## src/hdl/bp_addr_pkg.sv

```systemverilog
/*
 * Address and prediction types for the branch predictor
 * PC, target and saturating counter types, lookup result struct
 */
`default_nettype none

package bp_addr_pkg;

  localparam int PC_WIDTH = 16;                 // Instruction address width

  typedef logic [PC_WIDTH-1:0] pc_t;            // Halfword aligned instruction address
  typedef logic [PC_WIDTH-1:0] target_t;        // Branch target address
  typedef logic [1:0]          counter_t;       // 2-bit saturating counter

  // Counter states
  localparam counter_t COUNTER_SNT = 2'd0;      // Strong not taken
  localparam counter_t COUNTER_WNT = 2'd1;      // Weak not taken
  localparam counter_t COUNTER_WT  = 2'd2;      // Weak taken
  localparam counter_t COUNTER_ST  = 2'd3;      // Strong taken

  localparam counter_t COUNTER_RESET = COUNTER_SNT;

  // Lookup result seen by fetch, 19 bits
  typedef struct packed {
    logic     taken;                            // Predict taken
    counter_t counter;                          // Raw BHT counter
    target_t  target;                           // Predicted target
  } lookup_t;

endpackage

`default_nettype wire

```

## src/hdl/bp_update_pkg.sv

```systemverilog
/*
 * Update side types for the branch predictor
 * Decode stage update record, update controller states
 */
`default_nettype none

package bp_update_pkg;

  // Resolved branch from decode, 37 bits
  typedef struct packed {
    bp_addr_pkg::pc_t      pc;                  // Branch PC
    bp_addr_pkg::counter_t predicted;           // Counter returned by lookup
    logic                  taken;               // Actual outcome
    bp_addr_pkg::target_t  target;              // Actual target
    logic                  write_bht;           // Request BHT write
    logic                  write_btb;           // Request BTB write
  } update_t;

  // Four-phase slave FSM
  typedef enum logic [1:0] {
    IDLE    = 2'd0,                             // Waiting for req
    WRITE   = 2'd1,                             // Table strobes high
    ACK     = 2'd2,                             // Ack high until req drops
    RELEASE = 2'd3                              // Ack low, one cycle
  } upd_state_t;

endpackage

`default_nettype wire

```

## src/hdl/bht_btb_update_ctrl.sv

```systemverilog
/*
 * Update controller for the BHT and BTB
 * Four-phase req/ack slave, saturating counter transition
 * Drives one-cycle write strobes into both tables
 */
`timescale 1ns/1ps
`default_nettype none

module bht_btb_update_ctrl #(
  parameter int INDEX_BITS = 3                  // Table index width
) (
  input  wire logic                   clk,
  input  wire logic                   rst,
  input  wire logic                   enable,      // Global predictor enable
  input  wire bp_update_pkg::update_t update,      // Record from decode
  input  wire logic                   update_req,  // Four-phase request
  output logic                        update_ack,  // Four-phase acknowledge
  output logic                        bht_write,
  output bp_addr_pkg::pc_t            bht_pc,
  output bp_addr_pkg::counter_t       bht_counter,
  output logic                        btb_write,
  output bp_addr_pkg::pc_t            btb_pc,
  output bp_addr_pkg::target_t        btb_target
);

  import bp_addr_pkg::*;
  import bp_update_pkg::*;

  upd_state_t state;
  upd_state_t state_next;
  update_t    upd_q;                            // Record held for the whole transaction
  counter_t   counter_next;

  // Index plus tag must fit above the halfword bit
  if (INDEX_BITS < 1 || INDEX_BITS > PC_WIDTH - 2) begin : g_index_range
    $error("INDEX_BITS out of range");
  end

  ////////////////////////////////////////////////////////////
  // Handshake FSM
  ////////////////////////////////////////////////////////////
  always_comb begin
    state_next = state;
    case (state)
      IDLE:    if (update_req) state_next = WRITE;   // Latch and go
      WRITE:   state_next = ACK;                     // Tables written at this edge
      ACK:     if (!update_req) state_next = RELEASE; // Requester holds us here
      RELEASE: state_next = IDLE;
      default: state_next = IDLE;
    endcase
  end

  always_ff @(posedge clk) begin
    if (rst) state <= IDLE;
    else     state <= state_next;
  end

  always_ff @(posedge clk) begin
    if (state == IDLE && update_req) upd_q <= update; // Only sampled at acceptance
  end

  ////////////////////////////////////////////////////////////
  // Counter transition
  ////////////////////////////////////////////////////////////
  always_comb begin
    case (upd_q.predicted)
      COUNTER_SNT: counter_next = upd_q.taken ? COUNTER_WNT : COUNTER_SNT;
      COUNTER_WNT: counter_next = upd_q.taken ? COUNTER_WT  : COUNTER_SNT;
      COUNTER_WT:  counter_next = upd_q.taken ? COUNTER_ST  : COUNTER_WNT;
      default:     counter_next = upd_q.taken ? COUNTER_ST  : COUNTER_WT;  // Strong taken
    endcase
  end

  // Strobes, suppressed while the predictor is off
  assign bht_write   = (state == WRITE) && upd_q.write_bht && enable;
  assign btb_write   = (state == WRITE) && upd_q.write_btb && enable;
  assign bht_pc      = upd_q.pc;
  assign bht_counter = counter_next;
  assign btb_pc      = upd_q.pc;
  assign btb_target  = upd_q.target;

  assign update_ack  = (state == ACK);          // Acked even when nothing was written

  ////////////////////////////////////////////////////////////
  // Checks
  ////////////////////////////////////////////////////////////
  a_req_held : assert property (@(posedge clk) disable iff (rst)
    state == WRITE |-> update_req)
    else $error("update_req dropped before update_ack");

endmodule

`default_nettype wire

```

## src/hdl/branch_history_table.sv

```systemverilog
/*
 * Branch history table
 * Direct mapped valid, tag and 2-bit counter per entry
 * Combinational read port, synchronous write port
 */
`timescale 1ns/1ps
`default_nettype none

module branch_history_table #(
  parameter int INDEX_BITS = 3                  // log2 of entry count
) (
  input  wire logic                  clk,
  input  wire logic                  rst,
  input  wire bp_addr_pkg::pc_t      lookup_pc,     // Fetch stage PC
  input  wire logic                  write,         // Write strobe from controller
  input  wire bp_addr_pkg::pc_t      write_pc,      // Branch PC being written
  input  wire bp_addr_pkg::counter_t write_counter, // Next counter state
  output logic                       hit,           // Valid and tag match
  output bp_addr_pkg::counter_t      counter        // Raw indexed counter
);

  import bp_addr_pkg::*;

  localparam int TAG_BITS = PC_WIDTH - 1 - INDEX_BITS; // Bits above index and halfword bit
  localparam int ENTRIES  = 1 << INDEX_BITS;

  typedef logic [INDEX_BITS-1:0] index_t;
  typedef logic [TAG_BITS-1:0]   tag_t;

  logic     valid_mem   [ENTRIES];              // Entry holds a branch
  tag_t     tag_mem     [ENTRIES];              // Upper PC bits of that branch
  counter_t counter_mem [ENTRIES];              // Its saturating counter

  index_t rd_index;
  tag_t   rd_tag;
  index_t wr_index;
  tag_t   wr_tag;

  assign rd_index = lookup_pc[INDEX_BITS:1];    // Skip halfword bit
  assign rd_tag   = lookup_pc[PC_WIDTH-1:INDEX_BITS+1];
  assign wr_index = write_pc[INDEX_BITS:1];
  assign wr_tag   = write_pc[PC_WIDTH-1:INDEX_BITS+1];

  always_ff @(posedge clk) begin
    if (rst) begin
      for (int i = 0; i < ENTRIES; i++) begin
        valid_mem[i]   <= 1'b0;
        tag_mem[i]     <= '0;
        counter_mem[i] <= COUNTER_RESET;        // Everything starts strong not taken
      end
    end else if (write) begin
      valid_mem[wr_index]   <= 1'b1;
      tag_mem[wr_index]     <= wr_tag;
      counter_mem[wr_index] <= write_counter;
    end
  end

  // Reads see pre-edge contents, even in a write cycle
  assign hit     = valid_mem[rd_index] && (tag_mem[rd_index] == rd_tag);
  assign counter = counter_mem[rd_index];       // Returned on miss too

  // Controller must hand over a resolved PC with every strobe
  a_write_pc_known : assert property (@(posedge clk) disable iff (rst)
    write |-> !$isunknown(write_pc))
    else $error("BHT write with unknown PC");

endmodule

`default_nettype wire

```

## src/hdl/branch_predictor_top.sv

```systemverilog
/*
 * Branch predictor top level
 * BHT, BTB, update controller and enable gating of lookup
 */
`timescale 1ns/1ps
`default_nettype none

module branch_predictor_top #(
  parameter int INDEX_BITS = 3                  // 8 entries by default
) (
  input  wire logic                   clk,
  input  wire logic                   rst,
  input  wire logic                   enable,     // Low forces not taken, blocks writes
  input  wire bp_addr_pkg::pc_t       lookup_pc,  // Fetch stage PC
  input  wire bp_update_pkg::update_t update,     // Resolved branch from decode
  input  wire logic                   update_req,
  output bp_addr_pkg::lookup_t        lookup,     // Gated prediction
  output logic                        update_ack
);

  import bp_addr_pkg::*;

  logic     bht_hit;
  counter_t bht_rd_counter;
  logic     btb_hit;
  target_t  btb_rd_target;

  logic     bht_write;
  pc_t      bht_wr_pc;
  counter_t bht_wr_counter;
  logic     btb_write;
  pc_t      btb_wr_pc;
  target_t  btb_wr_target;

  branch_history_table #(.INDEX_BITS(INDEX_BITS)) i_branch_history_table (
    .clk(clk), .rst(rst), .lookup_pc(lookup_pc),
    .write(bht_write), .write_pc(bht_wr_pc), .write_counter(bht_wr_counter),
    .hit(bht_hit), .counter(bht_rd_counter)
  );

  branch_target_buffer #(.INDEX_BITS(INDEX_BITS)) i_branch_target_buffer (
    .clk(clk), .rst(rst), .lookup_pc(lookup_pc),
    .write(btb_write), .write_pc(btb_wr_pc), .write_target(btb_wr_target),
    .hit(btb_hit), .target(btb_rd_target)
  );

  bht_btb_update_ctrl #(.INDEX_BITS(INDEX_BITS)) i_bht_btb_update_ctrl (
    .clk(clk), .rst(rst), .enable(enable), .update(update), .update_req(update_req),
    .update_ack(update_ack),
    .bht_write(bht_write), .bht_pc(bht_wr_pc), .bht_counter(bht_wr_counter),
    .btb_write(btb_write), .btb_pc(btb_wr_pc), .btb_target(btb_wr_target)
  );

  // Zero latency lookup, all fields cleared when disabled
  always_comb begin
    lookup.taken   = enable && bht_hit && bht_rd_counter[1]; // Upper bit means taken
    lookup.counter = enable ? bht_rd_counter : '0;           // Raw, even on tag miss
    lookup.target  = (enable && btb_hit) ? btb_rd_target : '0;
  end

endmodule

`default_nettype wire

```

## src/hdl/branch_target_buffer.sv

```systemverilog
/*
 * Branch target buffer
 * Direct mapped valid, tag and target address per entry
 */
`timescale 1ns/1ps
`default_nettype none

module branch_target_buffer #(
  parameter int INDEX_BITS = 3                  // log2 of entry count
) (
  input  wire logic                 clk,
  input  wire logic                 rst,
  input  wire bp_addr_pkg::pc_t     lookup_pc,  // Fetch stage PC
  input  wire logic                 write,      // Write strobe from controller
  input  wire bp_addr_pkg::pc_t     write_pc,   // Branch PC being written
  input  wire bp_addr_pkg::target_t write_target,
  output logic                      hit,        // Valid and tag match
  output bp_addr_pkg::target_t      target      // Zero on miss
);

  import bp_addr_pkg::*;

  localparam int TAG_BITS = PC_WIDTH - 1 - INDEX_BITS;
  localparam int ENTRIES  = 1 << INDEX_BITS;

  typedef logic [INDEX_BITS-1:0] index_t;
  typedef logic [TAG_BITS-1:0]   tag_t;

  logic    valid_mem  [ENTRIES];
  tag_t    tag_mem    [ENTRIES];
  target_t target_mem [ENTRIES];

  index_t rd_index;
  tag_t   rd_tag;
  index_t wr_index;

  assign rd_index = lookup_pc[INDEX_BITS:1];
  assign rd_tag   = lookup_pc[PC_WIDTH-1:INDEX_BITS+1];
  assign wr_index = write_pc[INDEX_BITS:1];

  always_ff @(posedge clk) begin
    if (rst) begin
      for (int i = 0; i < ENTRIES; i++) begin
        valid_mem[i]  <= 1'b0;
        tag_mem[i]    <= '0;
        target_mem[i] <= '0;
      end
    end else if (write) begin
      valid_mem[wr_index]  <= 1'b1;
      tag_mem[wr_index]    <= write_pc[PC_WIDTH-1:INDEX_BITS+1];
      target_mem[wr_index] <= write_target;     // Overwrites any older branch here
    end
  end

  assign hit    = valid_mem[rd_index] && (tag_mem[rd_index] == rd_tag);
  assign target = hit ? target_mem[rd_index] : '0;

  // Controller FSM must still be idle on the first edge out of reset
  a_no_write_after_rst : assert property (@(posedge clk) $past(rst) |-> !write)
    else $error("BTB written during or right after reset");

endmodule

`default_nettype wire
```

## config.mk

```make
export PLATFORM = sky130hd
export DESIGN_NAME = branch_predictor_top
export DESIGN_NICKNAME = d
export VERILOG_FILES = /design/src/hdl/bp_addr_pkg.sv /design/src/hdl/bp_update_pkg.sv /design/src/hdl/bht_btb_update_ctrl.sv /design/src/hdl/branch_history_table.sv /design/src/hdl/branch_predictor_top.sv /design/src/hdl/branch_target_buffer.sv
export SDC_FILE = /design/constraint.sdc
export NUM_CORES = 1
export LEC_CHECK = 0
export BUFFER_PORTS_ARGS = -buffer_cell sky130_fd_sc_hd__buf_2
export CORE_AREA = 2 2 213 215
export CTS_BUF_LIST = sky130_fd_sc_hd__clkbuf_4 sky130_fd_sc_hd__clkbuf_8 sky130_fd_sc_hd__clkbuf_16
export DETAILED_ROUTE_END_ITERATION = 8
export DIE_AREA = 0 0 215 217
export SKIP_LAST_GASP = 1
export SYNTH_ARGS = -nofsm -noshare
export SYNTH_HDL_FRONTEND = slang
export SYNTH_SLANG_ARGS = --single-unit
```

## constraint.sdc

```tcl
create_clock -name clk -period 7.5 [get_ports clk]
set_input_delay 0.75 -clock clk [delete_from_list [all_inputs] [get_ports clk]]
set_output_delay 0.75 -clock clk [all_outputs]
set_load 0.02 [all_outputs]
```

Word-level counts from Yosys, hierarchy flattened:

Memories as Yosys holds them, arrays and structs flattened.
Index checks and enable logic that the tools add are counted.

* add/sub/neg operators: 0
* multipliers: 0
* div/mod/pow operators: 0
* magnitude comparators: 0
* eq/ne operators: 9
* shift operators: 0
* mux-type cells: 37
* bitwise gates (word level): 0
* reduce and logical (&&, ||, !) cells: 19

Operators with widths (number)
* $mux W16: 3
* $eq A12 B12 Y1: 2
* $mux W12: 2
* $reduce_or A12 Y1: 2
* $mux W1: 18
* $mux W3: 6
* $reduce_or A16 Y1: 1
* $mux W2: 6
* $logic_and A1 B1 Y1: 10
* $pmux W2 S4: 1
* $eq A2 B2 Y1 const B: 3
* $pmux W2 S3: 1
* $eq A2 B1 Y1 const B: 2
* $logic_not A2 Y1: 2
* $ne A2 B2 Y1 const B: 2
* $reduce_and A2 Y1: 1
* $reduce_or A1 Y1: 2
* $reduce_or A2 Y1: 1

* register bits after elaboration: 39
* latch bits: 0
* memory bits (writable): 352
* bits in read-only memories: 0
* bits of input ports: 57
* output and inout bits: 20
* word-level logic and storage cells: 78
* memories kept: 6

Memory list
* i_branch_target_buffer.target_mem: words 8, width 16, rd ports 1, clocked after memory_dff 0, write ports 8, line branch_target_buffer.sv:31 `target_t target_mem [ENTRIES];`
* i_branch_history_table.tag_mem: words 8, width 12, rd ports 1, clocked after memory_dff 0, write ports 8, line branch_history_table.sv:31 `tag_t tag_mem [ENTRIES];`
* i_branch_target_buffer.tag_mem: words 8, width 12, rd ports 1, clocked after memory_dff 0, write ports 8, line branch_target_buffer.sv:30 `tag_t tag_mem [ENTRIES];`
* i_branch_history_table.counter_mem: words 8, width 2, rd ports 1, clocked after memory_dff 0, write ports 8, line branch_history_table.sv:32 `counter_t counter_mem [ENTRIES];`
* i_branch_history_table.valid_mem: words 8, width 1, rd ports 1, clocked after memory_dff 0, write ports 8, line branch_history_table.sv:30 `logic valid_mem [ENTRIES];`
* i_branch_target_buffer.valid_mem: words 8, width 1, rd ports 1, clocked after memory_dff 0, write ports 8, line branch_target_buffer.sv:29 `logic valid_mem [ENTRIES];`

Longest topological paths before layout:

* word-level depth: 8
* gate-level depth with buffers: 10
* mapped depth without buffers: 7

Cells and area by module:

Synthesis repeated with hierarchy kept, for this count alone.

* cell total of the unflattened synthesis: 1173
* area total of the unflattened synthesis: 18054.8 um2

Modules (own cells, without submodules)
* branch_target_buffer: instances 1, cells each 687, area an instance 10706.5 um2, seq. area each 6886.6 um2
* branch_history_table: instances 1, cells each 359, area an instance 5525.3 um2, seq. area each 3523.4 um2
* bht_btb_update_ctrl: instances 1, cells each 106, area an instance 1674.1 um2, seq. area each 1151.1 um2
* branch_predictor_top: instances 1, cells each 21, area an instance 148.9 um2, seq. area each 0.0 um2

Worst setup path before layout:

No wires, ideal clock.

* kind: input to register
* from: in rst
* to: mem i_branch_target_buffer.tag_mem[3][0] in the netlist's numbering, enable pin
* library setup time: 0.452 ns
* arrival: 3.276 ns
* data required time: 7.048 ns
* slack: 3.772 ns
* cell stages on the path: 4
* path buffers: 0
* path through: clkinv_1 -> and3_1 -> nand3_1 -> o21ai_0

RTL lines
* start: declaration: line branch_predictor_top.sv:12 `input wire logic rst,`
* end: declaration: line branch_target_buffer.sv:30

==> reports/metrics.csv <==
metric,value,unit
synth_xor_xnor_area_share,0.946,%
synth_top_area_cell,edfxtp_1,
viasPerCell,5.20,
p_int,3790,µW
row_count,78,
yosys_warnings,0,
synth_area_leaders,"edfxtp_1 (64%), and2_1 (11%), mux4_2 (8.6%)",
layout_setup_ws,2.20,ns
netSwitchingFraction,24.0,%
grt_pass1_vias,9898,
dpl.hpwl,23300,µm
portBuffers,74,
start_kind,input port,
firstDrtPassIters,5,
synth.area.mux_share,12.9,%
synth_edf_count,372,
drtIter0Drc,717,
crit_path_cell_trace,buf_4 > buf_4 > nor2b_1 > a22o_1 > nor3_1 > a211oi_2 > nand4_2 > nor4_1 > buf_2,
finalCritPeriodShare,70.6,%
vias,9473,
clock_path_buffers,3,
p_sw,1200,µW
routedWlPerCell,23.7,µm
synth_compound_area_share,2.03,%
fillerInstances,4012,
routabilityCongestion,0.741,
drt-met1-wl,19800,µm
core,44700,µm²
dieHeight,217,µm
total_power,4980,µW
clk_pin_slew,0.06,ns
holdPathStages,1,
grt_max_degree,63,
power_density,252,nW/µm²
p_comb_share,8.1,%
path_depth,9,
htree_num_levels,2,
drive_gt1_share,21.1,%
fin_skew,0.00611,ns
cts_sinks,390,
cp_common_cell,buf_4,
cts_tree,yes,
rrSetupSlack,4.56,ns
r2r_cells,4,
synth_seq_cells,390,
cp_top_family,simple AND/OR/NAND/NOR gates,
syn2layout_area_growth,12.5,%
cts-resized-gates,0,
cp_num_buf_inv,3,
top_layer,met4,
status,finished clean,
pwr-share-clk,39.0,%
rsz0062_at_grt,no,
wl,43100,µm
ys.flop_type,edfxtp_1,
wl_met2,20000,µm
worstSkewPairLatency,0.54,ns
ant_nets,0,
stdcell_area,19800,µm²
grt_antenna_before_repair,0,
worst_slew_pin_slew,1.18,ns
relSlewSlack,21.5,%
cap_viol_max_count,0,
route.detailed.drc,0,
setup_viol,0,
nets,1254,
cp_max_fo,62,
p_leak,0.00743,µW
cp.arrival,4.55,ns
synth_nets,1195,
min_path_type,in2reg,
cpPeakStageDelay,0.81,ns
wl_met3,2420,µm
async_flop_share,0,%
synthAdderAreaFrac,0.341,%
track_usage,18.8,%
grt_first_pass_wirelength,64300,µm
crit_path_end_kind,output pin,
avgSynthCellArea,15.5,µm²
final_core_util,44.3,%
die_x,215,µm
start_util,39.3,%
yosys.area_share.simple,15.6,%
crit_slowest_cell,nor4_1,
cts_hold_repair.buffers,0,
ys_seq_area_share,65.6,%
setup_tns,0,ns
pre_cts_slack,2.22,ns
slew_viol_final,0,
syn_area,17600,µm²
pin_count,77,
period_needed,5.30,ns
dpl_cell_area,18500,µm²
grt.overflow.total,0,
worstPathRequired,6.75,ns
cts_buffers,43,
finalHoldViolations,0,
cts_setup_buffers,0,
worst-setup-path-type,in2out,
dieArea,46700,µm²
cts_root_buf,clkbuf_16,
synth.distinct_cells,51,
peakVddDrop,0.174,mV
synth_top_family_by_area,simple AND/OR/NAND/NOR gates,
power_frac_seq,52.9,%
syn_inst,1134,
timing.fmax,189,MHz
synth_top_cell_area_share,63.5,%
==> sequential cells by signal, summed over array words and instances, names as in the netlist <==
| signal | flops |
|---|---|
| i_branch_target_buffer.target_mem | 128 |
| i_branch_history_table.tag_mem | 96 |
| i_branch_target_buffer.tag_mem | 96 |
| i_bht_btb_update_ctrl.btb_target | 16 |
| i_branch_history_table.counter_mem | 16 |
| i_bht_btb_update_ctrl.bht_pc | 15 |
| i_branch_history_table.valid_mem | 8 |
| i_branch_target_buffer.valid_mem | 8 |
| i_bht_btb_update_ctrl.upd_q | 5 |
| i_bht_btb_update_ctrl.state | 2 |
==> final timing paths <==
check	start	endpoint
setup / recovery	lookup_pc[2]	lookup[2]
hold / removal	update[9]	i_bht_btb_update_ctrl.btb_target[7]
setup reg to reg	i_bht_btb_update_ctrl.bht_pc[2]	i_branch_target_buffer.target_mem[2][9]
hold reg to reg	i_branch_target_buffer.valid_mem[6]	i_branch_target_buffer.valid_mem[6]
==> cell usage in the layout (no fill, tap or decap), types with 4 or more instances in the layout <==
master,netlist,layout
a22oi_1,5,5
mux2_1,7,7
nor3_2,0,8
a22o_1,4,4
nor4_1,9,7
dfxtp_1,18,18
buf_4,3,21
ha_1,4,4
or2_2,5,5
edfxtp_1,372,372
xnor2_1,8,8
clkbuf_4,0,10
nand2_1,26,26
nor2b_1,7,7
nor2_1,29,26
nand4_1,4,4
nand2b_1,7,7
mux2i_1,61,61
a221oi_1,5,5
nand3_1,6,6
xor2_1,11,11
mux4_2,67,67
clkinv_1,1,18
mux2_2,4,4
nor3_1,12,4
inv_1,4,4
nor4_2,10,11
a21o_1,17,17
o22ai_1,5,5
clkbuf_16,0,45
buf_2,11,71
and2_1,322,321
==> layer usage <==
metal / track usage [%] / vias up
met5: 0 / -
li1: - / 4294
met2: 29.6 / 288
met3: 2.53 / 62
met1: 27.5 / 4829
met4: 4.85 / 0
==> area by class of cell <==
type / count / area (µm²) / share of cell area (%)
Tap cell: 600 / 751 / 3.79
Sequential cell: 390 / 11500 / 58.3
Clock inverter: 18 / 68.8 / 0.348
Antenna cell: 1 / 2.50 / 0.0126
Timing Repair Buffer: 92 / 513 / 2.59
Inverter: 5 / 18.8 / 0.0948
Multi-Input combinational cell: 661 / 5710 / 28.8
Clock buffer: 55 / 1200 / 6.07
==> cells by family (layout without fill, tap and decap cells) <==
family	after synthesis	after routing
simple gates	449	449
other cells	0	1
flops	390	390
compound gates	48	48
fa+ha+maj	5	5
buf+inv	83	170
mux	140	140
xor+xnor	19	19
==> metrics by stage <==
step,hold WS (ns),instances
after global placement,0.424,1748
after floorplan,0.418,1134
after global routing,0.369,1821
after CTS,0.359,1821
after detailed placement,0.435,1748
final,0.381,1822
==> power by group through the flow <==
stage / Sequential [µW] / Combinational (µW) / Clock (µW)
2_1_floorplan: 2610 / 294 / 0
3_5_place_dp: 2680 / 409 / 0
3_3_place_gp: 2670 / 403 / 0
6_report: 2640 / 402 / 1940
4_1_cts: 2640 / 409 / 1970
5_1_grt: 2660 / 437 / 2060
==> cell usage after synthesis (6+ instances only) <==
master,number
dfxtp_1,18
xor2_1,11
mux2i_1,61
nor3_1,12
a21o_1,17
mux4_2,67
nor2_1,29
nor4_2,10
buf_2,11
mux2_1,7
edfxtp_1,372
nand2_1,26
nand2b_1,7
nor2b_1,7
xnor2_1,8
and2_1,322
nor4_1,9
buf_6,11
clkbuf_1,48
nand3_1,6
Note: power is estimated with default switching activity, not from simulation.
